## src/fpu_defines.svh

```systemverilog
`ifndef FPU_DEFINES_SVH
`define FPU_DEFINES_SVH

// wishbone window
`define FPU_DATA_W 32
`define FPU_ADDR_W 5
`define FPU_SEL_W  4

// register byte offsets
`define FPU_REG_A      5'h00
`define FPU_REG_B      5'h04
`define FPU_REG_CTRL   5'h08
`define FPU_REG_STATUS 5'h0C
`define FPU_REG_RESULT 5'h10

// ctrl and status bit positions
`define FPU_CTRL_START 0
`define FPU_CTRL_OP    1
`define FPU_STAT_BUSY  0
`define FPU_STAT_DONE  1

`endif

```

## src/fpu_pkg.sv

```systemverilog
`default_nettype none

package fpu_pkg;

    // operation selected through CTRL.op
    typedef enum logic {
        FPU_OP_ADD = 1'b0,
        FPU_OP_SUB = 1'b1
    } fpu_op_e;

    // register block: is an operation outstanding
    typedef enum logic {
        REG_IDLE = 1'b0,
        REG_WAIT = 1'b1
    } fpu_state_e;

endpackage

`default_nettype wire

```

## src/fpu_cmd_if.sv

```systemverilog
`default_nettype none
`timescale 1ns/100ps
`include "fpu_defines.svh"

interface fpu_cmd_if;
    import fpu_pkg::*;

    // request, register block to core
    logic                   start;
    fpu_op_e                op;
    logic [`FPU_DATA_W-1:0] a;
    logic [`FPU_DATA_W-1:0] b;

    // completion, core to register block
    logic                   done;
    logic [`FPU_DATA_W-1:0] result;

    modport regs (
        output start,
        output op,
        output a,
        output b,
        input  done,
        input  result
    );

    modport core (
        input  start,
        input  op,
        input  a,
        input  b,
        output done,
        output result
    );

endinterface

`default_nettype wire

```

## src/fadd.sv

```systemverilog
`default_nettype none
`timescale 1ns/100ps

module fadd (
    input  logic [31:0] x,
    input  logic [31:0] y,
    output logic [31:0] res
);

    logic        x_sign;
    logic        y_sign;
    logic [7:0]  x_exp;
    logic [7:0]  y_exp;
    logic [22:0] x_man;
    logic [22:0] y_man;

    logic [8:0]  dexp_xy;
    logic [8:0]  dexp_yx;
    logic        swap;
    logic [7:0]  big_exp;
    logic [7:0]  exp_diff;
    logic [23:0] big_sig;
    logic [23:0] small_sig;
    logic        big_sign;
    logic        eff_add;
    logic        close_sel;

    assign {x_sign, x_exp, x_man} = x;
    assign {y_sign, y_exp, y_man} = y;

    // order operands by exponent
    assign dexp_xy   = {1'b0, x_exp} - {1'b0, y_exp};
    assign dexp_yx   = {1'b0, y_exp} - {1'b0, x_exp};
    assign swap      = dexp_xy[8];
    assign big_exp   = swap ? y_exp : x_exp;
    assign exp_diff  = swap ? dexp_yx[7:0] : dexp_xy[7:0];
    assign big_sig   = {1'b1, swap ? y_man : x_man};
    assign small_sig = {1'b1, swap ? x_man : y_man};
    assign big_sign  = swap ? y_sign : x_sign;
    assign eff_add   = ~(x_sign ^ y_sign);
    assign close_sel = ~eff_add & (exp_diff[7:1] == 7'd0);

    logic [49:0] far_shift;
    logic [26:0] far_small;
    logic [27:0] far_sum;
    logic        far_udf;
    logic        far_ovf;
    logic        far_sign;
    logic [7:0]  far_exp;
    logic [24:0] far_man;
    logic        far_sticky;

    // far path, smaller operand keeps guard, round and sticky bits
    assign far_shift = (exp_diff >= 8'd26) ? {26'b0, small_sig}
                                           : {small_sig, 26'b0} >> exp_diff;
    assign far_small = {far_shift[49:24], |far_shift[23:0]};
    assign far_sum   = eff_add ? {1'b0, big_sig, 3'b0} + {1'b0, far_small}
                               : {1'b0, big_sig, 3'b0} - {1'b0, far_small};

    assign far_udf  = ((big_exp == 8'd1) & ~far_sum[27] & ~far_sum[26])
                    | ((big_exp == 8'd0) & ~far_sum[27]);
    assign far_ovf  = ((big_exp == 8'd255) & (far_sum[27] | far_sum[26]))
                    | ((big_exp == 8'd254) & far_sum[27]);
    assign far_sign = far_udf ? 1'b0 : big_sign;

    always_comb begin
        if (far_sum[27]) begin
            far_exp    = big_exp + 8'd1;
            far_man    = far_sum[27:3];
            far_sticky = |far_sum[2:0];
        end else if (far_sum[26]) begin
            far_exp    = big_exp;
            far_man    = far_sum[26:2];
            far_sticky = |far_sum[1:0];
        end else begin
            // at most one bit lost, exponents differ by two or more here
            far_exp    = big_exp - 8'd1;
            far_man    = far_sum[25:1];
            far_sticky = far_sum[0];
        end
        if (far_udf) begin
            far_exp = 8'd0;
            far_man = 25'd0;
        end else if (far_ovf) begin
            far_exp = 8'hff;
            far_man = 25'd0;
        end
    end

    logic [24:0] cls_small;
    logic [25:0] cls_diff_bs;
    logic [25:0] cls_diff_sb;
    logic [24:0] cls_mag;
    logic [4:0]  cls_lz;
    logic [8:0]  cls_exp_raw;
    logic        cls_udf;
    logic        cls_sign;
    logic [7:0]  cls_exp;
    logic [24:0] cls_man;

    // close path, exact difference then normalise
    assign cls_small   = exp_diff[0] ? {1'b0, small_sig} : {small_sig, 1'b0};
    assign cls_diff_bs = {1'b0, big_sig, 1'b0} - {1'b0, cls_small};
    assign cls_diff_sb = {1'b0, cls_small} - {1'b0, big_sig, 1'b0};
    assign cls_mag     = cls_diff_bs[25] ? cls_diff_sb[24:0] : cls_diff_bs[24:0];

    lzc u_lzc (
        .x   (cls_mag),
        .res (cls_lz)
    );

    assign cls_exp_raw = {1'b0, big_exp} - {4'b0, cls_lz};
    assign cls_udf     = cls_exp_raw[8] | (cls_exp_raw == 9'd0) | (cls_mag == 25'd0);
    assign cls_sign    = ~cls_udf & (cls_diff_bs[25] ? ~big_sign : big_sign);
    assign cls_exp     = cls_udf ? 8'd0 : cls_exp_raw[7:0];
    assign cls_man     = cls_udf ? 25'd0 : cls_mag << cls_lz;

    logic [34:0] pre;
    logic        round_up;
    logic [24:0] sig_rnd;
    logic [7:0]  res_exp;
    logic [22:0] res_man;

    // sign, exponent, 24-bit significand, round bit, sticky
    assign pre = close_sel ? {cls_sign, cls_exp, cls_man, 1'b0}
                           : {far_sign, far_exp, far_man, far_sticky};

    // nearest even
    assign round_up = pre[1] & (pre[0] | pre[2]);
    assign sig_rnd  = {1'b0, pre[25:2]} + {24'd0, round_up};
    assign res_exp  = sig_rnd[24] ? pre[33:26] + 8'd1 : pre[33:26];
    assign res_man  = sig_rnd[24] ? 23'd0 : sig_rnd[22:0];

    assign res = {pre[34], res_exp, res_man};

endmodule

`default_nettype wire

```

## src/fpu_core.sv

```systemverilog
`default_nettype none
`timescale 1ns/100ps
`include "fpu_defines.svh"

module fpu_core (
    input logic     clk,
    input logic     rst_n,
    fpu_cmd_if.core cmd
);
    import fpu_pkg::*;

    localparam int SIGN_BIT = `FPU_DATA_W - 1;

    logic                   s1_valid;
    logic [`FPU_DATA_W-1:0] s1_a;
    logic [`FPU_DATA_W-1:0] s1_b;
    logic                   s2_valid;
    logic [`FPU_DATA_W-1:0] s2_res;
    logic [`FPU_DATA_W-1:0] sum;

    // stage 1, subtract is an add with b negated
    always_ff @(posedge clk) begin
        if (cmd.start) begin
            s1_a <= cmd.a;
            s1_b <= {cmd.b[SIGN_BIT] ^ (cmd.op == FPU_OP_SUB), cmd.b[SIGN_BIT-1:0]};
        end
    end

    fadd u_fadd (
        .x   (s1_a),
        .y   (s1_b),
        .res (sum)
    );

    // stage 2
    always_ff @(posedge clk) begin
        if (s1_valid) begin
            s2_res <= sum;
        end
    end

    always_ff @(posedge clk or negedge rst_n) begin
        if (!rst_n) begin
            s1_valid <= 1'b0;
            s2_valid <= 1'b0;
        end else begin
            s1_valid <= cmd.start;
            s2_valid <= s1_valid;
        end
    end

    assign cmd.done   = s2_valid;
    assign cmd.result = s2_res;

endmodule

`default_nettype wire

```

## src/fpu_regs.sv

```systemverilog
`default_nettype none
`timescale 1ns/100ps
`include "fpu_defines.svh"

module fpu_regs (
    input  logic                   clk,
    input  logic                   rst_n,
    input  logic                   wb_cyc,
    input  logic                   wb_stb,
    input  logic                   wb_we,
    input  logic [`FPU_ADDR_W-1:0] wb_adr,
    input  logic [`FPU_DATA_W-1:0] wb_dat_w,
    input  logic [`FPU_SEL_W-1:0]  wb_sel,
    output logic [`FPU_DATA_W-1:0] wb_dat_r,
    output logic                   wb_ack,
    fpu_cmd_if.regs                cmd
);
    import fpu_pkg::*;

    fpu_state_e             state;
    fpu_op_e                op_q;
    logic                   start_q;
    logic                   done_q;
    logic [`FPU_DATA_W-1:0] a_q;
    logic [`FPU_DATA_W-1:0] b_q;
    logic [`FPU_DATA_W-1:0] result_q;
    logic [`FPU_DATA_W-1:0] ctrl_word;
    logic [`FPU_DATA_W-1:0] stat_word;
    logic                   wr_en;
    logic                   go;

    function automatic logic [`FPU_DATA_W-1:0] merge_bytes(
        input logic [`FPU_DATA_W-1:0] cur,
        input logic [`FPU_DATA_W-1:0] wdat,
        input logic [`FPU_SEL_W-1:0]  sel
    );
        logic [`FPU_DATA_W-1:0] merged;
        merged = cur;
        for (int i = 0; i < `FPU_SEL_W; i++) begin
            if (sel[i]) begin
                merged[8*i +: 8] = wdat[8*i +: 8];
            end
        end
        return merged;
    endfunction

    // writes land on the edge that closes the ack cycle
    assign wr_en = wb_cyc & wb_stb & wb_we & wb_ack;
    assign go    = wr_en & (wb_adr == `FPU_REG_CTRL) & wb_sel[0]
                 & wb_dat_w[`FPU_CTRL_START] & (state == REG_IDLE);

    always_ff @(posedge clk or negedge rst_n) begin
        if (!rst_n) begin
            wb_ack   <= 1'b0;
            state    <= REG_IDLE;
            op_q     <= FPU_OP_ADD;
            start_q  <= 1'b0;
            done_q   <= 1'b0;
            a_q      <= '0;
            b_q      <= '0;
            result_q <= '0;
        end else begin
            wb_ack  <= wb_cyc & wb_stb & ~wb_ack;
            start_q <= go;
            if (wr_en && wb_adr == `FPU_REG_A) begin
                a_q <= merge_bytes(a_q, wb_dat_w, wb_sel);
            end
            if (wr_en && wb_adr == `FPU_REG_B) begin
                b_q <= merge_bytes(b_q, wb_dat_w, wb_sel);
            end
            if (go) begin
                op_q   <= fpu_op_e'(wb_dat_w[`FPU_CTRL_OP]);
                state  <= REG_WAIT;
                done_q <= 1'b0;
            end
            if (cmd.done) begin
                result_q <= cmd.result;
                done_q   <= 1'b1;
                state    <= REG_IDLE;
            end
        end
    end

    always_comb begin
        ctrl_word = '0;
        ctrl_word[`FPU_CTRL_OP] = op_q;
        stat_word = '0;
        stat_word[`FPU_STAT_BUSY] = (state == REG_WAIT);
        stat_word[`FPU_STAT_DONE] = done_q;
    end

    // start always reads back as zero
    always_comb begin
        case (wb_adr)
            `FPU_REG_A:      wb_dat_r = a_q;
            `FPU_REG_B:      wb_dat_r = b_q;
            `FPU_REG_CTRL:   wb_dat_r = ctrl_word;
            `FPU_REG_STATUS: wb_dat_r = stat_word;
            `FPU_REG_RESULT: wb_dat_r = result_q;
            default:         wb_dat_r = '0;
        endcase
    end

    assign cmd.start = start_q;
    assign cmd.op    = op_q;
    assign cmd.a     = a_q;
    assign cmd.b     = b_q;

endmodule

`default_nettype wire

```

## src/fpu_top.sv

```systemverilog
`default_nettype none
`timescale 1ns/100ps
`include "fpu_defines.svh"

module fpu_top (
    input  logic                   clk,
    input  logic                   rst_n,
    input  logic                   wb_cyc,
    input  logic                   wb_stb,
    input  logic                   wb_we,
    input  logic [`FPU_ADDR_W-1:0] wb_adr,
    input  logic [`FPU_DATA_W-1:0] wb_dat_w,
    input  logic [`FPU_SEL_W-1:0]  wb_sel,
    output logic [`FPU_DATA_W-1:0] wb_dat_r,
    output logic                   wb_ack
);

    // request and result between register block and core
    fpu_cmd_if cmd_bus ();

    fpu_regs u_regs (
        .clk      (clk),
        .rst_n    (rst_n),
        .wb_cyc   (wb_cyc),
        .wb_stb   (wb_stb),
        .wb_we    (wb_we),
        .wb_adr   (wb_adr),
        .wb_dat_w (wb_dat_w),
        .wb_sel   (wb_sel),
        .wb_dat_r (wb_dat_r),
        .wb_ack   (wb_ack),
        .cmd      (cmd_bus.regs)
    );

    fpu_core u_core (
        .clk   (clk),
        .rst_n (rst_n),
        .cmd   (cmd_bus.core)
    );

endmodule

`default_nettype wire

```

## src/lzc.sv

```systemverilog
`default_nettype none
`timescale 1ns/100ps

module lzc (
    input  logic [24:0] x,
    output logic [4:0]  res
);

    logic [31:0] pad;
    logic [31:0] step8;
    logic [31:0] step4;
    logic [31:0] step2;
    logic [31:0] step1;

    // a marker one after x makes a zero input count to 25
    assign pad = {x, 1'b1, 6'b0};

    // binary search, 16 then 8, 4, 2, 1
    assign res[4] = ~|pad[31:16];
    assign step8  = res[4] ? {pad[15:0], 16'b0} : pad;

    assign res[3] = ~|step8[31:24];
    assign step4  = res[3] ? {step8[23:0], 8'b0} : step8;

    assign res[2] = ~|step4[31:28];
    assign step2  = res[2] ? {step4[27:0], 4'b0} : step4;

    assign res[1] = ~|step2[31:30];
    assign step1  = res[1] ? {step2[29:0], 2'b0} : step2;

    assign res[0] = ~step1[31];

endmodule

`default_nettype wire

```

## config.mk

```make
export PLATFORM = sky130hd
export DESIGN_NAME = fpu_top
export DESIGN_NICKNAME = d
export VERILOG_FILES = /design/src/fpu_pkg.sv /design/src/fpu_cmd_if.sv /design/src/fadd.sv /design/src/fpu_core.sv /design/src/fpu_regs.sv /design/src/fpu_top.sv /design/src/lzc.sv
export VERILOG_INCLUDE_DIRS = /design/src
export SDC_FILE = /design/constraint.sdc
export NUM_CORES = 1
export LEC_CHECK = 0
export ABC_AREA = 1
export BUFFER_PORTS_ARGS = -buffer_cell sky130_fd_sc_hd__buf_2
export CAP_MARGIN = 40
export CORE_MARGIN = 1.5
export CORE_UTILIZATION = 55
export DETAILED_ROUTE_END_ITERATION = 12
export PLACE_DENSITY = 0.7
export SLEW_MARGIN = 20
export SYNTH_ARGS = -nofsm -noshare
export SYNTH_HDL_FRONTEND = slang
export SYNTH_HIERARCHICAL = 1
export SYNTH_SLANG_ARGS = --single-unit
```

## constraint.sdc

```tcl
create_clock -name clk -period 14.9 [get_ports clk]
set_input_delay 0.745 -clock clk [delete_from_list [all_inputs] [get_ports clk]]
set_output_delay 0.745 -clock clk [all_outputs]
set_load 0.05 [all_outputs]
```

==> results.sh <==
export IMPL_cts_max_level=4
export IMPL_core_area_sq_um=38650
export IMPL_grt_max_degree=101
export IMPL_numCtsBuffers=17
export IMPL_wl_mm=80.35
export IMPL_clockPowerShare=0.429
export IMPL_layout_common_cells="nand2_1, inv_1, nand3_1, nor2_1, o21ai_0"
export IMPL_p_int_uw=820.2
export IMPL_diodes=0
export IMPL_yosys_most_used_dff="dfrtp_1"
export IMPL_rsz0062_at_grt="no"
export IMPL_ys_ff_latch=199
export IMPL_arrival_ps=13210
export IMPL_p_sw_uw=241.4
export IMPL_p_leak_nw=11.65
export IMPL_critical_path_max_stage_delay_ps=650
export IMPL_tightest_slew_ps=925.8
export IMPL_fin_crit_ps=12900
export IMPL_globalRouteOverflowTotal=0
export IMPL_hpwl_mm=64.24
export IMPL_avgRoutedWirePerCell_um=20.38
export IMPL_slew_headroom=0.3763
export IMPL_clk_latency_ps=450
export IMPL_finalNetCount=3585
export IMPL_slowest_stage="nor3_4"
export IMPL_crit_fanout=68
export IMPL_power_frac_seq=0.544
export IMPL_synth_top_area_share=0.1961
export IMPL_drc=0
export IMPL_cts_setup_buffers=0
export IMPL_worst_clock_skew_ps=16.73
export IMPL_clk_path_buf_depth=2
export IMPL_port_buffers=78
export IMPL_synth_edf_count=96
export IMPL_finalSetupTns_ps=0
export IMPL_status="complete, no violations"
export IMPL_grt_pass1_vias=22092
export IMPL_antenna_found_initial=2
export IMPL_cts_hold_buf=0
export IMPL_endpoint_kind="flip-flop"
export IMPL_synth_cell_types=62
export IMPL_crit_path_frequent_cell="nand2_1"
export IMPL_grt_pass1_wl_mm=123.5
export IMPL_syn_nets=3583
export IMPL_p_comb_frac=0.028
export IMPL_cts_root_buf="clkbuf_16"
export IMPL_start_util=0.5576
export IMPL_worst_hold_slack_ps=223.6
export IMPL_syn_cell_area_sq_um=21550
export IMPL_finalPower_mw=1.062
export IMPL_path_clk_slew_ps=80
export IMPL_vias_per_cell=5.997
export IMPL_drive_above_1_share=0.07973
export IMPL_yosysTopAreaCell="nand2_1"
export IMPL_die_x_um=200.9
export IMPL_cts_sinks=199
export IMPL_synthCells=3409
export IMPL_post_route_period_util=0.8660
export IMPL_path_class="reg -> reg"
export IMPL_antenna_left=0
export IMPL_die_y_um=200.9
export IMPL_yosys_warnings=6
export IMPL_power_share_switching=0.2274
export IMPL_hp_class="in -> async"
export IMPL_ys_seq_area_frac=0.2534
export IMPL_maxCapViolations=0
export IMPL_dieArea_sq_um=40380
export IMPL_peakVddDrop_mv=0.1009
export IMPL_finalHoldViolations=0
export IMPL_start_kind="flip-flop"
export IMPL_fillers=3721
export IMPL_postSynth_asyncResetShare=0.5176
export IMPL_synth_area_leaders="nand2_1, edfxtp_1, dfrtp_1"
export IMPL_powerDensity_nw_per_um2=46.55
export IMPL_areaGrowthSynthToFinish_pct=5.835
export IMPL_vias=23639
export IMPL_ctsResizeCount=0
export IMPL_place_congestion=1.093
export IMPL_crit_required_ps=15210
export IMPL_final_common_cell="nand2_1"
export IMPL_cts_tree="yes"
export IMPL_syn_avg_cell_area_sq_um=6.321
export IMPL_setup_violations=0
export IMPL_rows=72
export IMPL_fmax_ghz=0.07750
export IMPL_drv_slew=0
export IMPL_dr_first_iter_drc_count=3105
export IMPL_io_pins=79
export IMPL_grt_total_usage=0.3931
export IMPL_drt_pass1_iterations=8
[synth_stat cells, types with 7 or more instances]
master / n
nor2_1: 271
ha_1: 122
buf_6: 20
or2_2: 8
nand4_1: 109
nand2_2: 34
o21ai_1: 25
inv_1: 428
buf_2: 46
o221ai_1: 11
nand3b_1: 19
a31oi_1: 27
o21ai_0: 170
a21oi_1: 150
nand2_4: 9
inv_2: 20
xnor2_1: 18
dfrtp_1: 103
edfxtp_1: 96
xor2_1: 70
nand2_1: 1126
clkbuf_1: 55
o31ai_1: 7
o211ai_1: 47
nor3_1: 18
clkinv_1: 7
nor2_2: 11
buf_1: 8
nand3_1: 279
[routing by layer]
layer  up-vias  part of all wire  track usage  wire (um)
met5         -           0.00050            0         40
met4         4             0.075       0.2591       6040
met3       268              0.11      0.08425       8759
met2      1444              0.43       0.6054      34620
met1     10861              0.38       0.4978      30890
li1      11062                 -            -          -
[final cells by class]
class | instances | area, sq um | share of cell area
timing repair buffer | 118 | 758.2 | 0.03325
tap | 518 | 648.1 | 0.02842
sequential | 199 | 5463 | 0.2395
inverter | 456 | 1714 | 0.07516
multi-input combinational | 2619 | 13630 | 0.5978
clock buffer | 17 | 425.4 | 0.01865
clock inverter | 15 | 165.2 | 0.007242
[per-stage QoR]
step | setup WS (ps) | instance area (sq um) | cells | util
4_1_cts | 2091 | 22740 | 3936 | 0.5883
3_3_place_gp | 1951 | 22030 | 3894 | 0.5701
5_1_grt | 701.5 | 22810 | 3942 | 0.5901
6_report | 1997 | 22810 | 3942 | 0.5901
2_1_floorplan | 5070 | 21550 | 3409 | -
3_5_place_dp | 2140 | 22150 | 3904 | 0.5730
[path summary, 6_finish.rpt]
path	slack [ps]	from	cells past startpoint	end
max	2000	u_core/s1_a[23]	66	u_core/cmd.result[23]
min	220	rst_n	1	u_regs/result_q[7]
max reg2reg	2000	u_core/s1_a[23]	66	u_core/cmd.result[23]
min reg2reg	490	u_regs/cmd.a[7]	0	u_core/s1_a[7]
max in group asynchronous	13650	rst_n	3	u_regs/cmd.start
min in group clk	490	u_regs/cmd.a[7]	0	u_core/s1_a[7]
[flip-flops by register name, summed over array words and instances, names as in the netlist, 32 cells and up]
name               flops
u_regs/cmd.b          32
u_regs/cmd.a          32
u_core/s1_b           32
u_core/s1_a           32
u_core/cmd.result     32
u_regs/result_q       32
[worst max-delay path: cells and delay by family (launching register included)]
kind            cells  cell delay (ps)
compound gates     10             2120
xor+xnor            1              220
fa+ha+maj           5             1690
buf+inv            13             2810
flops               1              400
simple gates       37             5460
[kinds of logic after synthesis]
logic type      Yosys count  synth area share
mux                       2         0.0009870
buf+inv                 591            0.1141
xor+xnor                 88           0.03577
compound gates          483            0.1297
simple gates           1918            0.3897
fa+ha+maj               128           0.07641
flops                   199            0.2534
[power groups by stage]
stage | registers (mW) | logic [mW] | clock network [mW]
detailed placement | 0.588 | 0.0288 | 0
global placement | 0.588 | 0.0268 | 0
finish | 0.577 | 0.0293 | 0.455
global route | 0.577 | 0.0322 | 0.481
CTS | 0.577 | 0.0290 | 0.460
floorplan | 0.588 | 0.0125 | 0
No activity file was read; power rests on OpenSTA's default activity.
